`src/logic/trig_settings.svh`:
```
`ifndef TRIG_SETTINGS_SVH
`define TRIG_SETTINGS_SVH

// front-end inputs
`define TRIG_NSURF 8
`define TRIG_WORD_W 16

// command frame and the two trigger word sample points after the phase pulse
`define TRIG_FRAME 8
`define TRIG_SAMPLE_A 2
`define TRIG_SAMPLE_B 6

`define TRIG_DEFAULT_HOLDOFF 16'd20
`define TRIG_REG_AW 10

`endif

```
`src/logic/trig_pkg.sv`:
```
`default_nettype none
`include "trig_settings.svh"

package trig_pkg;

    // opcode in the top nibble of the command word
    typedef enum logic [3:0] {
        CMD_IDLE    = 4'd0,
        CMD_TRIG    = 4'd1,
        CMD_RUNRST  = 4'd2,
        CMD_RUNSTOP = 4'd3
    } cmd_op_e;

    // register blocks, selected by the top two address bits
    typedef enum logic [1:0] {
        BLK_CMD     = 2'd0,
        BLK_TRIGCTL = 2'd1,
        BLK_RSVD    = 2'd2,
        BLK_SCALER  = 2'd3
    } reg_block_e;

    // command word, msb first
    typedef struct packed {
        cmd_op_e     op;
        logic [7:0]  metadata;
        logic [11:0] count;
        logic [7:0]  srcmap;
    } cmd_word_t;

    // event source map: one bit per SURF, soft trigger on top
    localparam int NSRC     = `TRIG_NSURF + 1;
    localparam int SRC_SOFT = `TRIG_NSURF;

    // trigger control block addresses
    localparam logic [7:0] TRIGCTL_MASK    = 8'd0;
    localparam logic [7:0] TRIGCTL_HOLDOFF = 8'd1;
    localparam logic [7:0] TRIGCTL_SOFT    = 8'd2;
    localparam logic [7:0] TRIGCTL_COUNT   = 8'd3;

endpackage

`default_nettype wire

```
`src/logic/reg_bus_if.sv`:
```
`timescale 1ns/10ps
`default_nettype none

// one 256-word register block
interface reg_bus_if;
    logic [7:0]  adr;
    logic [31:0] wdat;
    logic        we;
    logic        stb;
    logic [31:0] rdat;
    logic        ack;

    modport host (output adr, wdat, we, stb, input rdat, ack);
    // target acks one cycle after stb, rdat valid with ack
    modport target (input adr, wdat, we, stb, output rdat, ack);
endinterface

// accepted trigger record, valid is a single-cycle pulse
interface trig_evt_if;
    logic                      valid;
    logic [trig_pkg::NSRC-1:0] srcmap;
    logic [7:0]                metadata;
    logic [15:0]               count;

    modport src (output valid, srcmap, metadata, count);
    modport snk (input valid, srcmap, metadata, count);
endinterface

`default_nettype wire

```
`src/logic/trig_ctrl_regs.sv`:
```
`timescale 1ns/10ps
`default_nettype none
`include "trig_settings.svh"

module trig_ctrl_regs (
    input  wire                    sysclk_i,
    input  wire                    rst_n_i,
    reg_bus_if.target              bus_i,
    input  wire [15:0]             count_i,
    output logic [`TRIG_NSURF-1:0] trig_mask_o,
    output logic [15:0]            trig_holdoff_o,
    output logic                   soft_valid_o,
    output logic [7:0]             soft_metadata_o
);

    logic wr_stb;
    logic soft_wr;

    assign wr_stb  = bus_i.stb && bus_i.we;
    assign soft_wr = wr_stb && (bus_i.adr == trig_pkg::TRIGCTL_SOFT);

    always_ff @(posedge sysclk_i or negedge rst_n_i) begin
        if (!rst_n_i) begin
            bus_i.ack      <= 1'b0;
            trig_mask_o    <= '0;
            trig_holdoff_o <= `TRIG_DEFAULT_HOLDOFF;
            soft_valid_o   <= 1'b0;
        end else begin
            bus_i.ack <= bus_i.stb;
            // soft trigger request goes out alongside the ack
            soft_valid_o <= soft_wr;
            if (wr_stb && (bus_i.adr == trig_pkg::TRIGCTL_MASK)) begin
                trig_mask_o <= bus_i.wdat[`TRIG_NSURF-1:0];
            end
            if (wr_stb && (bus_i.adr == trig_pkg::TRIGCTL_HOLDOFF)) begin
                trig_holdoff_o <= bus_i.wdat[15:0];
            end
        end
    end

    always_ff @(posedge sysclk_i) begin
        if (soft_wr) begin
            soft_metadata_o <= bus_i.wdat[7:0];
        end
        if (bus_i.stb) begin
            case (bus_i.adr)
                trig_pkg::TRIGCTL_MASK:    bus_i.rdat <= 32'(trig_mask_o);
                trig_pkg::TRIGCTL_HOLDOFF: bus_i.rdat <= 32'(trig_holdoff_o);
                trig_pkg::TRIGCTL_SOFT:    bus_i.rdat <= 32'(soft_metadata_o);
                trig_pkg::TRIGCTL_COUNT:   bus_i.rdat <= 32'(count_i);
                default:                   bus_i.rdat <= '0;
            endcase
        end
    end

endmodule

`default_nettype wire

```
`src/logic/trig_master.sv`:
```
`timescale 1ns/10ps
`default_nettype none
`include "trig_settings.svh"

module trig_master (
    input  wire                                       sysclk_i,
    input  wire                                       rst_n_i,
    input  wire                                       sysclk_phase_i,
    input  wire [`TRIG_NSURF-1:0][`TRIG_WORD_W-1:0]   trig_dat_i,
    input  wire [`TRIG_NSURF-1:0]                     trig_mask_i,
    input  wire [15:0]                                trig_holdoff_i,
    input  wire                                       soft_valid_i,
    input  wire [7:0]                                 soft_metadata_i,
    input  wire                                       running_i,
    output logic                                      event_o,
    trig_evt_if.src                                   evt_o
);

    localparam int PHASE_W = $clog2(`TRIG_FRAME);

    logic [PHASE_W-1:0]        phase_cnt;
    logic                      sample;
    logic                      soft_pend;
    logic [15:0]               holdoff_cnt;
    logic                      running_q;
    logic                      run_start;
    logic [`TRIG_NSURF-1:0]    surf_req;
    logic [trig_pkg::NSRC-1:0] req_map;
    logic [7:0]                req_meta;
    logic                      accept;
    logic                      valid_q;
    logic [15:0]               count_q;
    logic [trig_pkg::NSRC-1:0] srcmap_q;
    logic [7:0]                meta_q;

    // phase_cnt reads 1 in the cycle after the phase pulse
    assign sample = (phase_cnt == PHASE_W'(`TRIG_SAMPLE_A)) ||
                    (phase_cnt == PHASE_W'(`TRIG_SAMPLE_B));

    // a set mask bit disables that SURF
    // descending loop so the lowest requester supplies the metadata
    always_comb begin
        surf_req = '0;
        req_meta = soft_metadata_i;
        for (int i = `TRIG_NSURF - 1; i >= 0; i--) begin
            surf_req[i] = trig_dat_i[i][`TRIG_WORD_W-1] && !trig_mask_i[i];
            if (surf_req[i]) begin
                req_meta = trig_dat_i[i][7:0];
            end
        end
    end

    assign req_map   = {soft_pend, surf_req};
    assign accept    = sample && running_i && (holdoff_cnt == 16'd0) && (|req_map);
    assign run_start = running_i && !running_q;

    always_ff @(posedge sysclk_i or negedge rst_n_i) begin
        if (!rst_n_i) begin
            phase_cnt   <= '0;
            soft_pend   <= 1'b0;
            holdoff_cnt <= '0;
            running_q   <= 1'b0;
            valid_q     <= 1'b0;
            count_q     <= '0;
        end else begin
            if (sysclk_phase_i) begin
                phase_cnt <= PHASE_W'(1);
            end else begin
                phase_cnt <= phase_cnt + PHASE_W'(1);
            end
            // soft request lives until the next sample point, served or not
            if (soft_valid_i) begin
                soft_pend <= 1'b1;
            end else if (sample) begin
                soft_pend <= 1'b0;
            end
            if (accept) begin
                holdoff_cnt <= trig_holdoff_i;
            end else if (holdoff_cnt != 16'd0) begin
                holdoff_cnt <= holdoff_cnt - 16'd1;
            end
            running_q <= running_i;
            valid_q   <= accept;
            // run-reset shows up here as the start of running
            if (run_start) begin
                count_q <= {15'd0, accept};
            end else if (accept) begin
                count_q <= count_q + 16'd1;
            end
        end
    end

    always_ff @(posedge sysclk_i) begin
        if (accept) begin
            srcmap_q <= req_map;
            meta_q   <= req_meta;
        end
    end

    assign event_o         = valid_q;
    assign evt_o.valid     = valid_q;
    assign evt_o.srcmap    = srcmap_q;
    assign evt_o.metadata  = meta_q;
    assign evt_o.count     = count_q;

endmodule

`default_nettype wire

```
`src/logic/trig_command.sv`:
```
`timescale 1ns/10ps
`default_nettype none

module trig_command (
    input  wire         sysclk_i,
    input  wire         rst_n_i,
    input  wire         sysclk_phase_i,
    reg_bus_if.target   bus_i,
    trig_evt_if.snk     evt_i,
    output logic        runrst_o,
    output logic        running_o,
    output logic [31:0] command_o
);

    logic                      cmd_wr;
    logic                      runrst_wr;
    logic                      runstop_wr;
    logic                      runrst_pend;
    logic                      runstop_pend;
    logic                      trig_pend;
    logic                      running_q;
    logic                      frame;
    logic [trig_pkg::NSRC-1:0] evt_srcmap;
    logic [7:0]                evt_meta;
    logic [15:0]               evt_count;
    trig_pkg::cmd_word_t       cmd_next;
    trig_pkg::cmd_word_t       cmd_q;

    assign cmd_wr = bus_i.stb && bus_i.we && (bus_i.adr == 8'd0);
    assign frame  = sysclk_phase_i;

    // highest priority pending request wins the frame
    always_comb begin
        cmd_next    = '0;
        cmd_next.op = trig_pkg::CMD_IDLE;
        if (runrst_pend) begin
            cmd_next.op = trig_pkg::CMD_RUNRST;
        end else if (runstop_pend) begin
            cmd_next.op = trig_pkg::CMD_RUNSTOP;
        end else if (trig_pend) begin
            cmd_next.op       = trig_pkg::CMD_TRIG;
            cmd_next.metadata = evt_meta;
            cmd_next.count    = evt_count[11:0];
            // soft source folds into bit 7
            cmd_next.srcmap   = evt_srcmap[7:0] | {evt_srcmap[trig_pkg::SRC_SOFT], 7'd0};
        end
    end

    always_ff @(posedge sysclk_i or negedge rst_n_i) begin
        if (!rst_n_i) begin
            bus_i.ack    <= 1'b0;
            runrst_wr    <= 1'b0;
            runstop_wr   <= 1'b0;
            runrst_o     <= 1'b0;
            running_q    <= 1'b0;
            runrst_pend  <= 1'b0;
            runstop_pend <= 1'b0;
            trig_pend    <= 1'b0;
            cmd_q        <= '0;
        end else begin
            bus_i.ack  <= bus_i.stb;
            runrst_wr  <= cmd_wr && bus_i.wdat[0];
            runstop_wr <= cmd_wr && bus_i.wdat[1];
            // one cycle after the write ack
            runrst_o   <= runrst_wr;
            if (runstop_wr) begin
                running_q <= 1'b0;
            end else if (runrst_wr) begin
                running_q <= 1'b1;
            end
            // new requests arriving in the frame cycle wait for the next frame
            runrst_pend  <= runrst_wr ||
                            (runrst_pend && !(frame && cmd_next.op == trig_pkg::CMD_RUNRST));
            runstop_pend <= runstop_wr ||
                            (runstop_pend && !(frame && cmd_next.op == trig_pkg::CMD_RUNSTOP));
            trig_pend    <= evt_i.valid ||
                            (trig_pend && !(frame && cmd_next.op == trig_pkg::CMD_TRIG));
            if (frame) begin
                cmd_q <= cmd_next;
            end
        end
    end

    always_ff @(posedge sysclk_i) begin
        if (evt_i.valid) begin
            evt_srcmap <= evt_i.srcmap;
            evt_meta   <= evt_i.metadata;
            evt_count  <= evt_i.count;
        end
        if (bus_i.stb) begin
            bus_i.rdat <= (bus_i.adr == 8'd0) ? {31'd0, running_q} : 32'd0;
        end
    end

    assign running_o = running_q;
    assign command_o = cmd_q;

endmodule

`default_nettype wire

```
`src/logic/trig_scalers.sv`:
```
`timescale 1ns/10ps
`default_nettype none

module trig_scalers (
    input  wire       sysclk_i,
    input  wire       rst_n_i,
    input  wire       pps_i,
    reg_bus_if.target bus_i,
    trig_evt_if.snk   evt_i
);

    localparam int NSRC = trig_pkg::NSRC;

    logic            pps_q;
    logic            pps_rise;
    logic [NSRC-1:0] hit;
    logic [15:0]     live_cnt [NSRC];
    logic [15:0]     latch_cnt [NSRC];

    assign pps_rise = pps_i && !pps_q;
    assign hit      = evt_i.valid ? evt_i.srcmap : '0;

    always_ff @(posedge sysclk_i or negedge rst_n_i) begin
        if (!rst_n_i) begin
            bus_i.ack <= 1'b0;
            pps_q     <= 1'b0;
            for (int i = 0; i < NSRC; i++) begin
                live_cnt[i]  <= '0;
                latch_cnt[i] <= '0;
            end
        end else begin
            bus_i.ack <= bus_i.stb;
            pps_q     <= pps_i;
            for (int i = 0; i < NSRC; i++) begin
                if (pps_rise) begin
                    // a hit in the pps cycle counts toward the new second
                    latch_cnt[i] <= live_cnt[i];
                    live_cnt[i]  <= {15'd0, hit[i]};
                end else if (hit[i] && (live_cnt[i] != 16'hffff)) begin
                    live_cnt[i] <= live_cnt[i] + 16'd1;
                end
            end
        end
    end

    always_ff @(posedge sysclk_i) begin
        if (bus_i.stb) begin
            if (bus_i.adr < 8'(NSRC)) begin
                bus_i.rdat <= 32'(latch_cnt[bus_i.adr[3:0]]);
            end else begin
                bus_i.rdat <= '0;
            end
        end
    end

endmodule

`default_nettype wire

```
`src/logic/trig_top.sv`:
```
`timescale 1ns/10ps
`default_nettype none
`include "trig_settings.svh"

module trig_top (
    input  wire                                     sysclk_i,
    input  wire                                     rst_n_i,
    input  wire                                     sysclk_phase_i,
    input  wire                                     pps_i,
    input  wire [`TRIG_NSURF-1:0][`TRIG_WORD_W-1:0] trig_dat_i,
    input  wire [`TRIG_REG_AW-1:0]                  reg_adr_i,
    input  wire [31:0]                              reg_dat_i,
    input  wire                                     reg_we_i,
    input  wire                                     reg_stb_i,
    output logic [31:0]                             reg_dat_o,
    output logic                                    reg_ack_o,
    output logic                                    runrst_o,
    output logic                                    event_o,
    output logic [31:0]                             command_o
);

    localparam int IDX_CMD     = int'(trig_pkg::BLK_CMD);
    localparam int IDX_TRIGCTL = int'(trig_pkg::BLK_TRIGCTL);
    localparam int IDX_RSVD    = int'(trig_pkg::BLK_RSVD);
    localparam int IDX_SCALER  = int'(trig_pkg::BLK_SCALER);

    trig_pkg::reg_block_e   blk;
    logic [3:0]             ack_vec;
    logic [31:0]            dat_vec [4];
    logic [`TRIG_NSURF-1:0] trig_mask;
    logic [15:0]            trig_holdoff;
    logic                   soft_valid;
    logic [7:0]             soft_metadata;
    logic                   running;

    reg_bus_if  bus [4] ();
    trig_evt_if evt ();

    assign blk = trig_pkg::reg_block_e'(reg_adr_i[`TRIG_REG_AW-1 -: 2]);

    // only the addressed block sees the strobe
    for (genvar b = 0; b < 4; b++) begin : g_blk
        assign bus[b].adr  = reg_adr_i[7:0];
        assign bus[b].wdat = reg_dat_i;
        assign bus[b].we   = reg_we_i;
        assign bus[b].stb  = reg_stb_i && (blk == trig_pkg::reg_block_e'(b));
        assign ack_vec[b]  = bus[b].ack;
        assign dat_vec[b]  = bus[b].rdat;
    end

    // reserved block acks and reads zero
    always_ff @(posedge sysclk_i or negedge rst_n_i) begin
        if (!rst_n_i) begin
            bus[IDX_RSVD].ack <= 1'b0;
        end else begin
            bus[IDX_RSVD].ack <= bus[IDX_RSVD].stb;
        end
    end
    assign bus[IDX_RSVD].rdat = '0;

    // select by whichever block is acking
    always_comb begin
        reg_dat_o = '0;
        for (int b = 0; b < 4; b++) begin
            if (ack_vec[b]) begin
                reg_dat_o = dat_vec[b];
            end
        end
    end
    assign reg_ack_o = |ack_vec;

    trig_ctrl_regs u_ctrl (
        .sysclk_i        (sysclk_i),
        .rst_n_i         (rst_n_i),
        .bus_i           (bus[IDX_TRIGCTL]),
        .count_i         (evt.count),
        .trig_mask_o     (trig_mask),
        .trig_holdoff_o  (trig_holdoff),
        .soft_valid_o    (soft_valid),
        .soft_metadata_o (soft_metadata)
    );

    trig_master u_master (
        .sysclk_i        (sysclk_i),
        .rst_n_i         (rst_n_i),
        .sysclk_phase_i  (sysclk_phase_i),
        .trig_dat_i      (trig_dat_i),
        .trig_mask_i     (trig_mask),
        .trig_holdoff_i  (trig_holdoff),
        .soft_valid_i    (soft_valid),
        .soft_metadata_i (soft_metadata),
        .running_i       (running),
        .event_o         (event_o),
        .evt_o           (evt)
    );

    trig_command u_command (
        .sysclk_i       (sysclk_i),
        .rst_n_i        (rst_n_i),
        .sysclk_phase_i (sysclk_phase_i),
        .bus_i          (bus[IDX_CMD]),
        .evt_i          (evt),
        .runrst_o       (runrst_o),
        .running_o      (running),
        .command_o      (command_o)
    );

    trig_scalers u_scalers (
        .sysclk_i (sysclk_i),
        .rst_n_i  (rst_n_i),
        .pps_i    (pps_i),
        .bus_i    (bus[IDX_SCALER]),
        .evt_i    (evt)
    );

endmodule

`default_nettype wire

```
`config.mk`:
```
export PLATFORM = sky130hd
export DESIGN_NAME = trig_top
export DESIGN_NICKNAME = d
export VERILOG_FILES = /design/src/logic/trig_pkg.sv /design/src/logic/reg_bus_if.sv /design/src/logic/trig_ctrl_regs.sv /design/src/logic/trig_master.sv /design/src/logic/trig_command.sv /design/src/logic/trig_scalers.sv /design/src/logic/trig_top.sv
export VERILOG_INCLUDE_DIRS = /design/src /design/src/logic
export SDC_FILE = /design/constraint.sdc
export NUM_CORES = 1
export LEC_CHECK = 0
export BUFFER_PORTS_ARGS = -buffer_cell sky130_fd_sc_hd__buf_2
export CORE_MARGIN = 1.5
export CORE_UTILIZATION = 50
export CTS_CLUSTER_DIAMETER = 200
export DETAILED_ROUTE_END_ITERATION = 8
export GPL_ROUTABILITY_DRIVEN = 0
export PLACE_DENSITY = 0.69
export SLEW_MARGIN = 10
export SYNTH_ARGS = -nofsm -noshare
export SYNTH_HDL_FRONTEND = slang
export SYNTH_HIERARCHICAL = 1
export SYNTH_SLANG_ARGS = --single-unit
```
`constraint.sdc`:
```
create_clock -name sysclk_i -period 3 [get_ports sysclk_i]
set_input_delay 0.3 -clock sysclk_i [delete_from_list [all_inputs] [get_ports sysclk_i]]
set_output_delay 0.3 -clock sysclk_i [all_outputs]
set_load 0.01 [all_outputs]
```
# ---- After elaboration in Yosys (flattened, before gate mapping)
# Index checks and enable logic that the tools add are counted.
dict set report op_classes {
  eq_ne 20
  n_bitwise 2
  n_lt_le_gt_ge 2
  n_reduce_logical 76
  n_addsub 12
  n_mux 49
}
# cell count
set op_table {}
lappend op_table {{two-way mux 16 bit} 24}
lappend op_table {{adder 16 x 1 -> 16 bit, second input constant} 10}
lappend op_table {{!= test 16 bit, second input constant} 9}
lappend op_table {{two-way mux 32 bit} 4}
lappend op_table {{binary-select mux 16 bit (select 4 bit)} 1}
lappend op_table {{two-way mux 8 bit} 8}
lappend op_table {{case mux 16 bit (4 select lines)} 1}
lappend op_table {{two-way mux 28 bit} 2}
lappend op_table {{logical AND 1 bit} 40}
lappend op_table {{two-way mux 29 bit} 1}
lappend op_table {{nonzero test 2 bit} 13}
lappend op_table {{equality test 8 x 2 -> 1 bit, second input constant} 2}
lappend op_table {{zero test 16 bit} 1}
lappend op_table {{nonzero test 16 bit} 1}
lappend op_table {{subtractor 16 x 1 -> 16 bit, second input constant} 1}
lappend op_table {{zero test 1 bit} 13}
lappend op_table {{two-way mux 9 bit} 1}
lappend op_table {{OR reduction 9 bit} 1}
lappend op_table {{equality test 4 x 2 -> 1 bit, second input constant} 2}
lappend op_table {{equality test 8 x 1 -> 1 bit, second input constant} 1}
lappend op_table {{zero test 8 bit} 1}
lappend op_table {{less-than comparator 8 x 4 -> 1 bit, second input constant} 1}
lappend op_table {{two-way mux 4 bit} 2}
lappend op_table {{bitwise OR 8 bit} 1}
lappend op_table {{other kinds (13)} 20}
dict set report totals {
  in_bits 176
  regBits 545
  output_inout_bits 67
}

# ---- Depth between registers and ports, before layout
dict set report depth {
  ltp_word 10
  ltp_mapped 9
  depth_no_buf 7
}

# ---- Cells and area by module
# Netlist, hierarchy kept.
# module n_inst cells_per_inst area_per_inst_um2
set modules_own_cells {}
lappend modules_own_cells {trig_scalers 1 1640 15290.9}
lappend modules_own_cells {trig_master 1 343 3215.6}
lappend modules_own_cells {trig_command 1 158 2537.4}
lappend modules_own_cells {trig_ctrl_regs 1 140 2328.5}
lappend modules_own_cells {trig_top 1 157 1236.2}

# ---- Worst setup path before layout
# No wires, ideal clock.
dict set report synth_path {
  path_type {register to register}
  startpoint {register u_master.holdoff_cnt[0]}
  endpoint {register u_master.meta_q[0] (netlist: u_master/evt_o.metadata[0]) (enable)}
  arrival_ns 2.038
  required_ns 2.626
  stages_incl_launch_ff 9
  slack_ns 0.588
  n_path_buf 2
  synth_period_minus_slack_ns 2.412
  cell_sequence {dfrtp_1 inv_1 ha_1 nor3b_1 and4_2 buf_4 o311ai_4 clkbuf_1 inv_1}
}
dict set report synth_between {
  elab_chain_len 3
}
# element line_no
set synth_rtl {}
lappend synth_rtl {{from (decl)} trig_master.sv:24} ;# logic [15:0] holdoff_cnt;
lappend synth_rtl {{from (signal assigned)} trig_master.sv:78} ;# holdoff_cnt <= trig_holdoff_i;
lappend synth_rtl {{from (signal assigned)} trig_master.sv:80} ;# holdoff_cnt <= holdoff_cnt - 16'd1;
lappend synth_rtl {{zero test 16 bit} trig_master.sv:54} ;# assign accept = sample && running_i && (holdoff_cnt == 16'd0) && (|req_map);
lappend synth_rtl {{logical AND 1 bit (2 in series)} trig_master.sv:54}
lappend synth_rtl {{via u_master.accept} trig_master.sv:30} ;# logic accept;
lappend synth_rtl {{to (signal assigned)} trig_master.sv:96} ;# meta_q <= req_meta;
lappend synth_rtl {{to (decl)} trig_master.sv:34} ;# logic [7:0] meta_q;
# The timed path passes the listed nets, and every way through them passes these cells.
# A chain may end at the register's enable or synchronous reset.

# ---- Worst setup path in the final report
dict set report layout_path {
  startpoint {register u_scalers.bus_i.ack}
  endpoint {output port reg_dat_o[0]}
}
dict set report layout_between {
  elab_chain_len 1
}
# element line_no
set layout_rtl {}
lappend layout_rtl {{from (decl)} reg_bus_if.sv:15} ;# modport target (input adr, wdat, we, stb, output rdat, ack);
lappend layout_rtl {{from (signal assigned)} trig_scalers.sv:32} ;# bus_i.ack <= bus_i.stb;
lappend layout_rtl {{two-way mux 32 bit} trig_top.sv:65} ;# if (ack_vec[b]) begin
lappend layout_rtl {{to (decl)} trig_top.sv:15} ;# output logic [31:0] reg_dat_o,
# Every way passes these cells.

==> run summary <==
The flow ran to the end, and the final reports show no timing, DRC or antenna violations. The register clock-pin slew on the reported worst setup and hold paths was 0.06 ns; the clock insertion delay at the later pin of the skew report was 0.60 ns. For the sequential-to-total area share from yosys stat, the log shows 0.5049. The total routing resource utilization after global routing was 0.2539.

The worst register-to-register path has a setup slack of 0.49 ns. In the final routed layout, each cell accounts on average for 19.25 um. The largest clock skew in the final design is 0.02745 ns. For this run, design rule violations remaining after detail routing come to 0. Vertical die dimension: 224.9 um. The number of max-capacitance violations reported was 0; the number of buffers on the longest clock path was 3.

The number of distinct library cells after synthesis is 85, and the largest fanout on the critical path is 32. The total power density per cell area was 490.3 nW/um2; the count of final hold-check violations was 0. The layout cell share with drive strength beyond 1 was 0.1648. The tools report the share of power burned in registers as 0.488. The per-cell via count in the routed design is 5.882.

The number of antenna violations at the first check in global routing is 2, and the period utilization is 0.8887. The tools report the maximum number of pins on one net before global-route repair as 97. The first global-routing pass estimated 102100 um of wire.

243 I/O pins were placed. The logs give 0.456 for the portion of total power attributed to the clock network and 0 for the number of nets with antenna violations after routing. Setup slack closes at 0.3338 ns.

The growth of design area from synthesis to finish works out to 12.92%. Gates resized during post-CTS repair numbered 0. Core occupancy in the finished layout: 0.5700. Setup repair after global routing left no endpoint under its margin. The buffers plus inverters on the worst setup path was 1; the overall via count from detail_route was 19370. The worst register-to-register path ends at u_master/evt_o.count[12]. Category of the worst setup path capture point: an output port. The smallest clock period supported by the final layout is computed as 2.666 ns. The finished layout holds 3293 standard cells, fillers aside. TritonCTS built the clock tree. Each instance of the synthesized netlist takes up on average 10.09 um2. Launch point of the worst hold path: trig_dat_i[17]. CTS placed an instance of clkbuf_16 at the clock tree root. Number of levels in the clock H-tree: 2. The signal on the critical path passes through and2b_4 -> a221oi_2 -> buf_2. In this run the core area contains 81 standard-cell rows.

Summed over all nets, the half-perimeter wirelength after detailed placement is 44700 um. The fraction of power spent switching nets works out to 0.2313. In the synthesized netlist the dominant register cell turns out to be dfrtp_1. After detailed placement, the design holds a cell count of 3173. In this design, the stage delay of the slowest critical-path cell is 0.75 ns. Summed over all cells, the static leakage comes to 12.21 nW. Measured in cells, the most critical reg-to-reg path has a length of 7. Count of final max-slew check failures: 0. The number of violations reported at the end of detailed-routing iteration 0 is 2055.

IR analysis of the VDD net gives a maximum drop of 0.3904 mV. Wires add up to 63390 um. The final number of setup-violating endpoints came out at 0. The tightest min-delay check is of the input pin to flip-flop type. The logs give 3.151 mW for the power spent charging and discharging nets and 48750 um2 for the area of the core. The proportion of register bits with asynchronous set or reset after synthesis is 0.8184. The slowest stage of the critical path is the dfrtp_2 cell.

At the placement stage, the worst setup path has a slack of 0.5492 ns. The area fraction of the dominant cell type after synthesis is 0.3966, and the number of clock sinks seen by CTS is 479. The die area was 50560 um2.

The total of buffers placed on input and output ports works out to 168. The tools report the category of the worst setup path launch point as a flip-flop. The worst slack on hold paths is 0.06507 ns. In the synthesized netlist, the number of instances is 2438.

The run gives 0.056 as the part of the total power dissipated in combinational logic. The number of enable flip-flop cells after synthesis works out to 87. Counting the buffers created by CTS gives 51. Yosys attributes the largest share of cell area to dfrtp_1, edfxtp_1, nand2_1. The worst-case hold path end point was u_master/evt_o.metadata[1].

Combined area of all synthesized cells: 24610 um2. The overflow left after global routing is 0, and the data required time at the worst endpoint is 2.70 ns. Cell internal power was estimated by the tool at 10.47 mW.

The number of global-route vias before repair was 18740. The category of cells accounting for the largest share of critical-path delay is flip-flops. For the pin with the worst max-slew slack, the measured transition is 0.9424 ns.

The relative slew slack was 0.3717; the number of detailed-routing iterations run before antenna repair was 5. The total negative slack is 0 ns, and the flip-flop and latch count after synthesis is 479. For the number of synthesis warnings, the log shows 6. The critical path is of the flip-flop to output port type. The logs give 2774 for the post-layout net count and 0.3751 GHz for the achievable frequency. Die extent in x: 224.9 um. The number of cells traversed by the worst hold path is 3. The largest total area in the synthesized netlist belongs to dfrtp_1. For the worst setup path, the data arrival time is 2.37 ns. In this run the critical register-to-register path is launched from u_master/holdoff_cnt[0]. The initial core utilization came out at 0.5048.
routing by layer:
layer	routed length [um]	GRT usage	vias up
li1	-	-	9062
met1	27940	0.3580	9606
met2	30040	0.4064	592
met3	3354	0.03070	111
met4	2052	0.09050	0
met5	0	0	-
final cells by class:
cell class	count	area, um2
fill	4152	20960
clock buffer	68	1453
inverter	72	270.3
multi-input combinational	1741	11020
clock inverter	27	207.7
timing repair buffer	240	1574
antenna	2	5.005
sequential	479	12430
tap	664	830.8
synthesized netlist by cell type, drive strengths merged (10+ instances only):
library cell	count
or3	40
ha	13
o31ai	51
clkbuf	101
a22o	28
nor2	67
or4	53
nand4	42
a21oi	149
inv	70
nand3	76
nand2b	40
edfxtp	87
o41ai	12
a221oi	32
nor3	31
buf	107
and4	19
and2	12
o21ai	92
mux2	26
mux2i	70
nor4	33
a22oi	10
mux4	40
dfrtp	390
and3	30
a31oi	13
nand2	540
nand3b	35
how the worst max path moves through the flow:
stage,endpoint,from,slack (ns),cells after the start
after global routing,reg_dat_o[9],u_ctrl/bus_i.ack,0.19,4
after detailed placement,u_master/evt_o.count[12],u_master/holdoff_cnt[0],0.55,7
after global placement,u_master/evt_o.count[14],u_master/holdoff_cnt[0],0.58,7
after floorplan,u_master/evt_o.metadata[0],u_master/holdoff_cnt[0],0.59,8
after CTS,reg_dat_o[0],u_scalers/bus_i.ack,0.32,3
final,reg_dat_o[0],u_scalers/bus_i.ack,0.33,3
worst register-to-register path, cell delays in order (launching register included):
cell     delay, ns
dfrtp_1       0.42
inv_1         0.11
ha_1          0.21
nor3b_1       0.30
nand4_2       0.22
or4_4         0.62
or4_1         0.42
a21oi_1       0.15
logic make-up (layout without fill, tap and decap cells):
group | after synthesis | count (layout) | synth area share
xor+xnor | 8 | 8 | 0.002847
buf+inv | 280 | 407 | 0.05735
compound gates | 470 | 470 | 0.1350
simple gates | 1049 | 1049 | 0.2131
mux | 136 | 136 | 0.07972
flops | 479 | 479 | 0.5049
fa+ha+maj | 13 | 13 | 0.006610
other cells | 3 | 67 | 0.0004576
through the flow:
stage | total power [mW] | area (um2)
2_1_floorplan | 7.220 | 24840
3_3_place_gp | 7.494 | 25890
3_5_place_dp | 7.509 | 25890
4_1_cts | 13.76 | 27780
5_1_grt | 14.08 | 27790
6_report | 13.63 | 27790
power groups by stage:
stage	clock network [mW]	registers, mW	logic (mW)
after CTS	6.35	6.65	0.762
after floorplan	0	6.76	0.458
after global routing	6.59	6.65	0.836
after detailed placement	0	6.77	0.736
after global placement	0	6.77	0.722
final	6.21	6.65	0.761
state kept, by name, indices dropped and copies added, names as in the netlist, 12 cells and up:
name and flops:
u_command/command_o 30, u_command/evt_count 12, u_ctrl/bus_i.rdat 16, u_ctrl/trig_holdoff_o 16, u_master/evt_o.count 16, u_master/holdoff_cnt 16
u_scalers/bus_i.rdat 16, u_scalers/latch_cnt 144, u_scalers/live_cnt 144
repair_timing:
item,CTS,global route
buffers inserted,0,0
endpoints found under the setup margin,0,0
endpoints found under the hold margin,76,0
hold buffers,23,0
placed cells by master (no fill, tap or decap), types with 23 or more instances in the layout:
cell type,count
a221oi_2,31
or3_1,40
dlygate4sd3_1,23
clkbuf_16,53
nor2_1,67
or4_1,49
nor3_1,31
mux4_2,32
nand2_1,540
nand3b_1,35
mux2i_1,70
nor4_1,26
nand2b_1,39
o21ai_0,92
a22o_1,28
and3_1,28
nand4_1,40
nand3_1,75
dfrtp_1,388
edfxtp_1,87
a21oi_1,139
buf_2,167
inv_1,69
o31ai_1,51
buf_4,39
conb_1,65
Note: power is estimated with default switching activity, not from simulation.
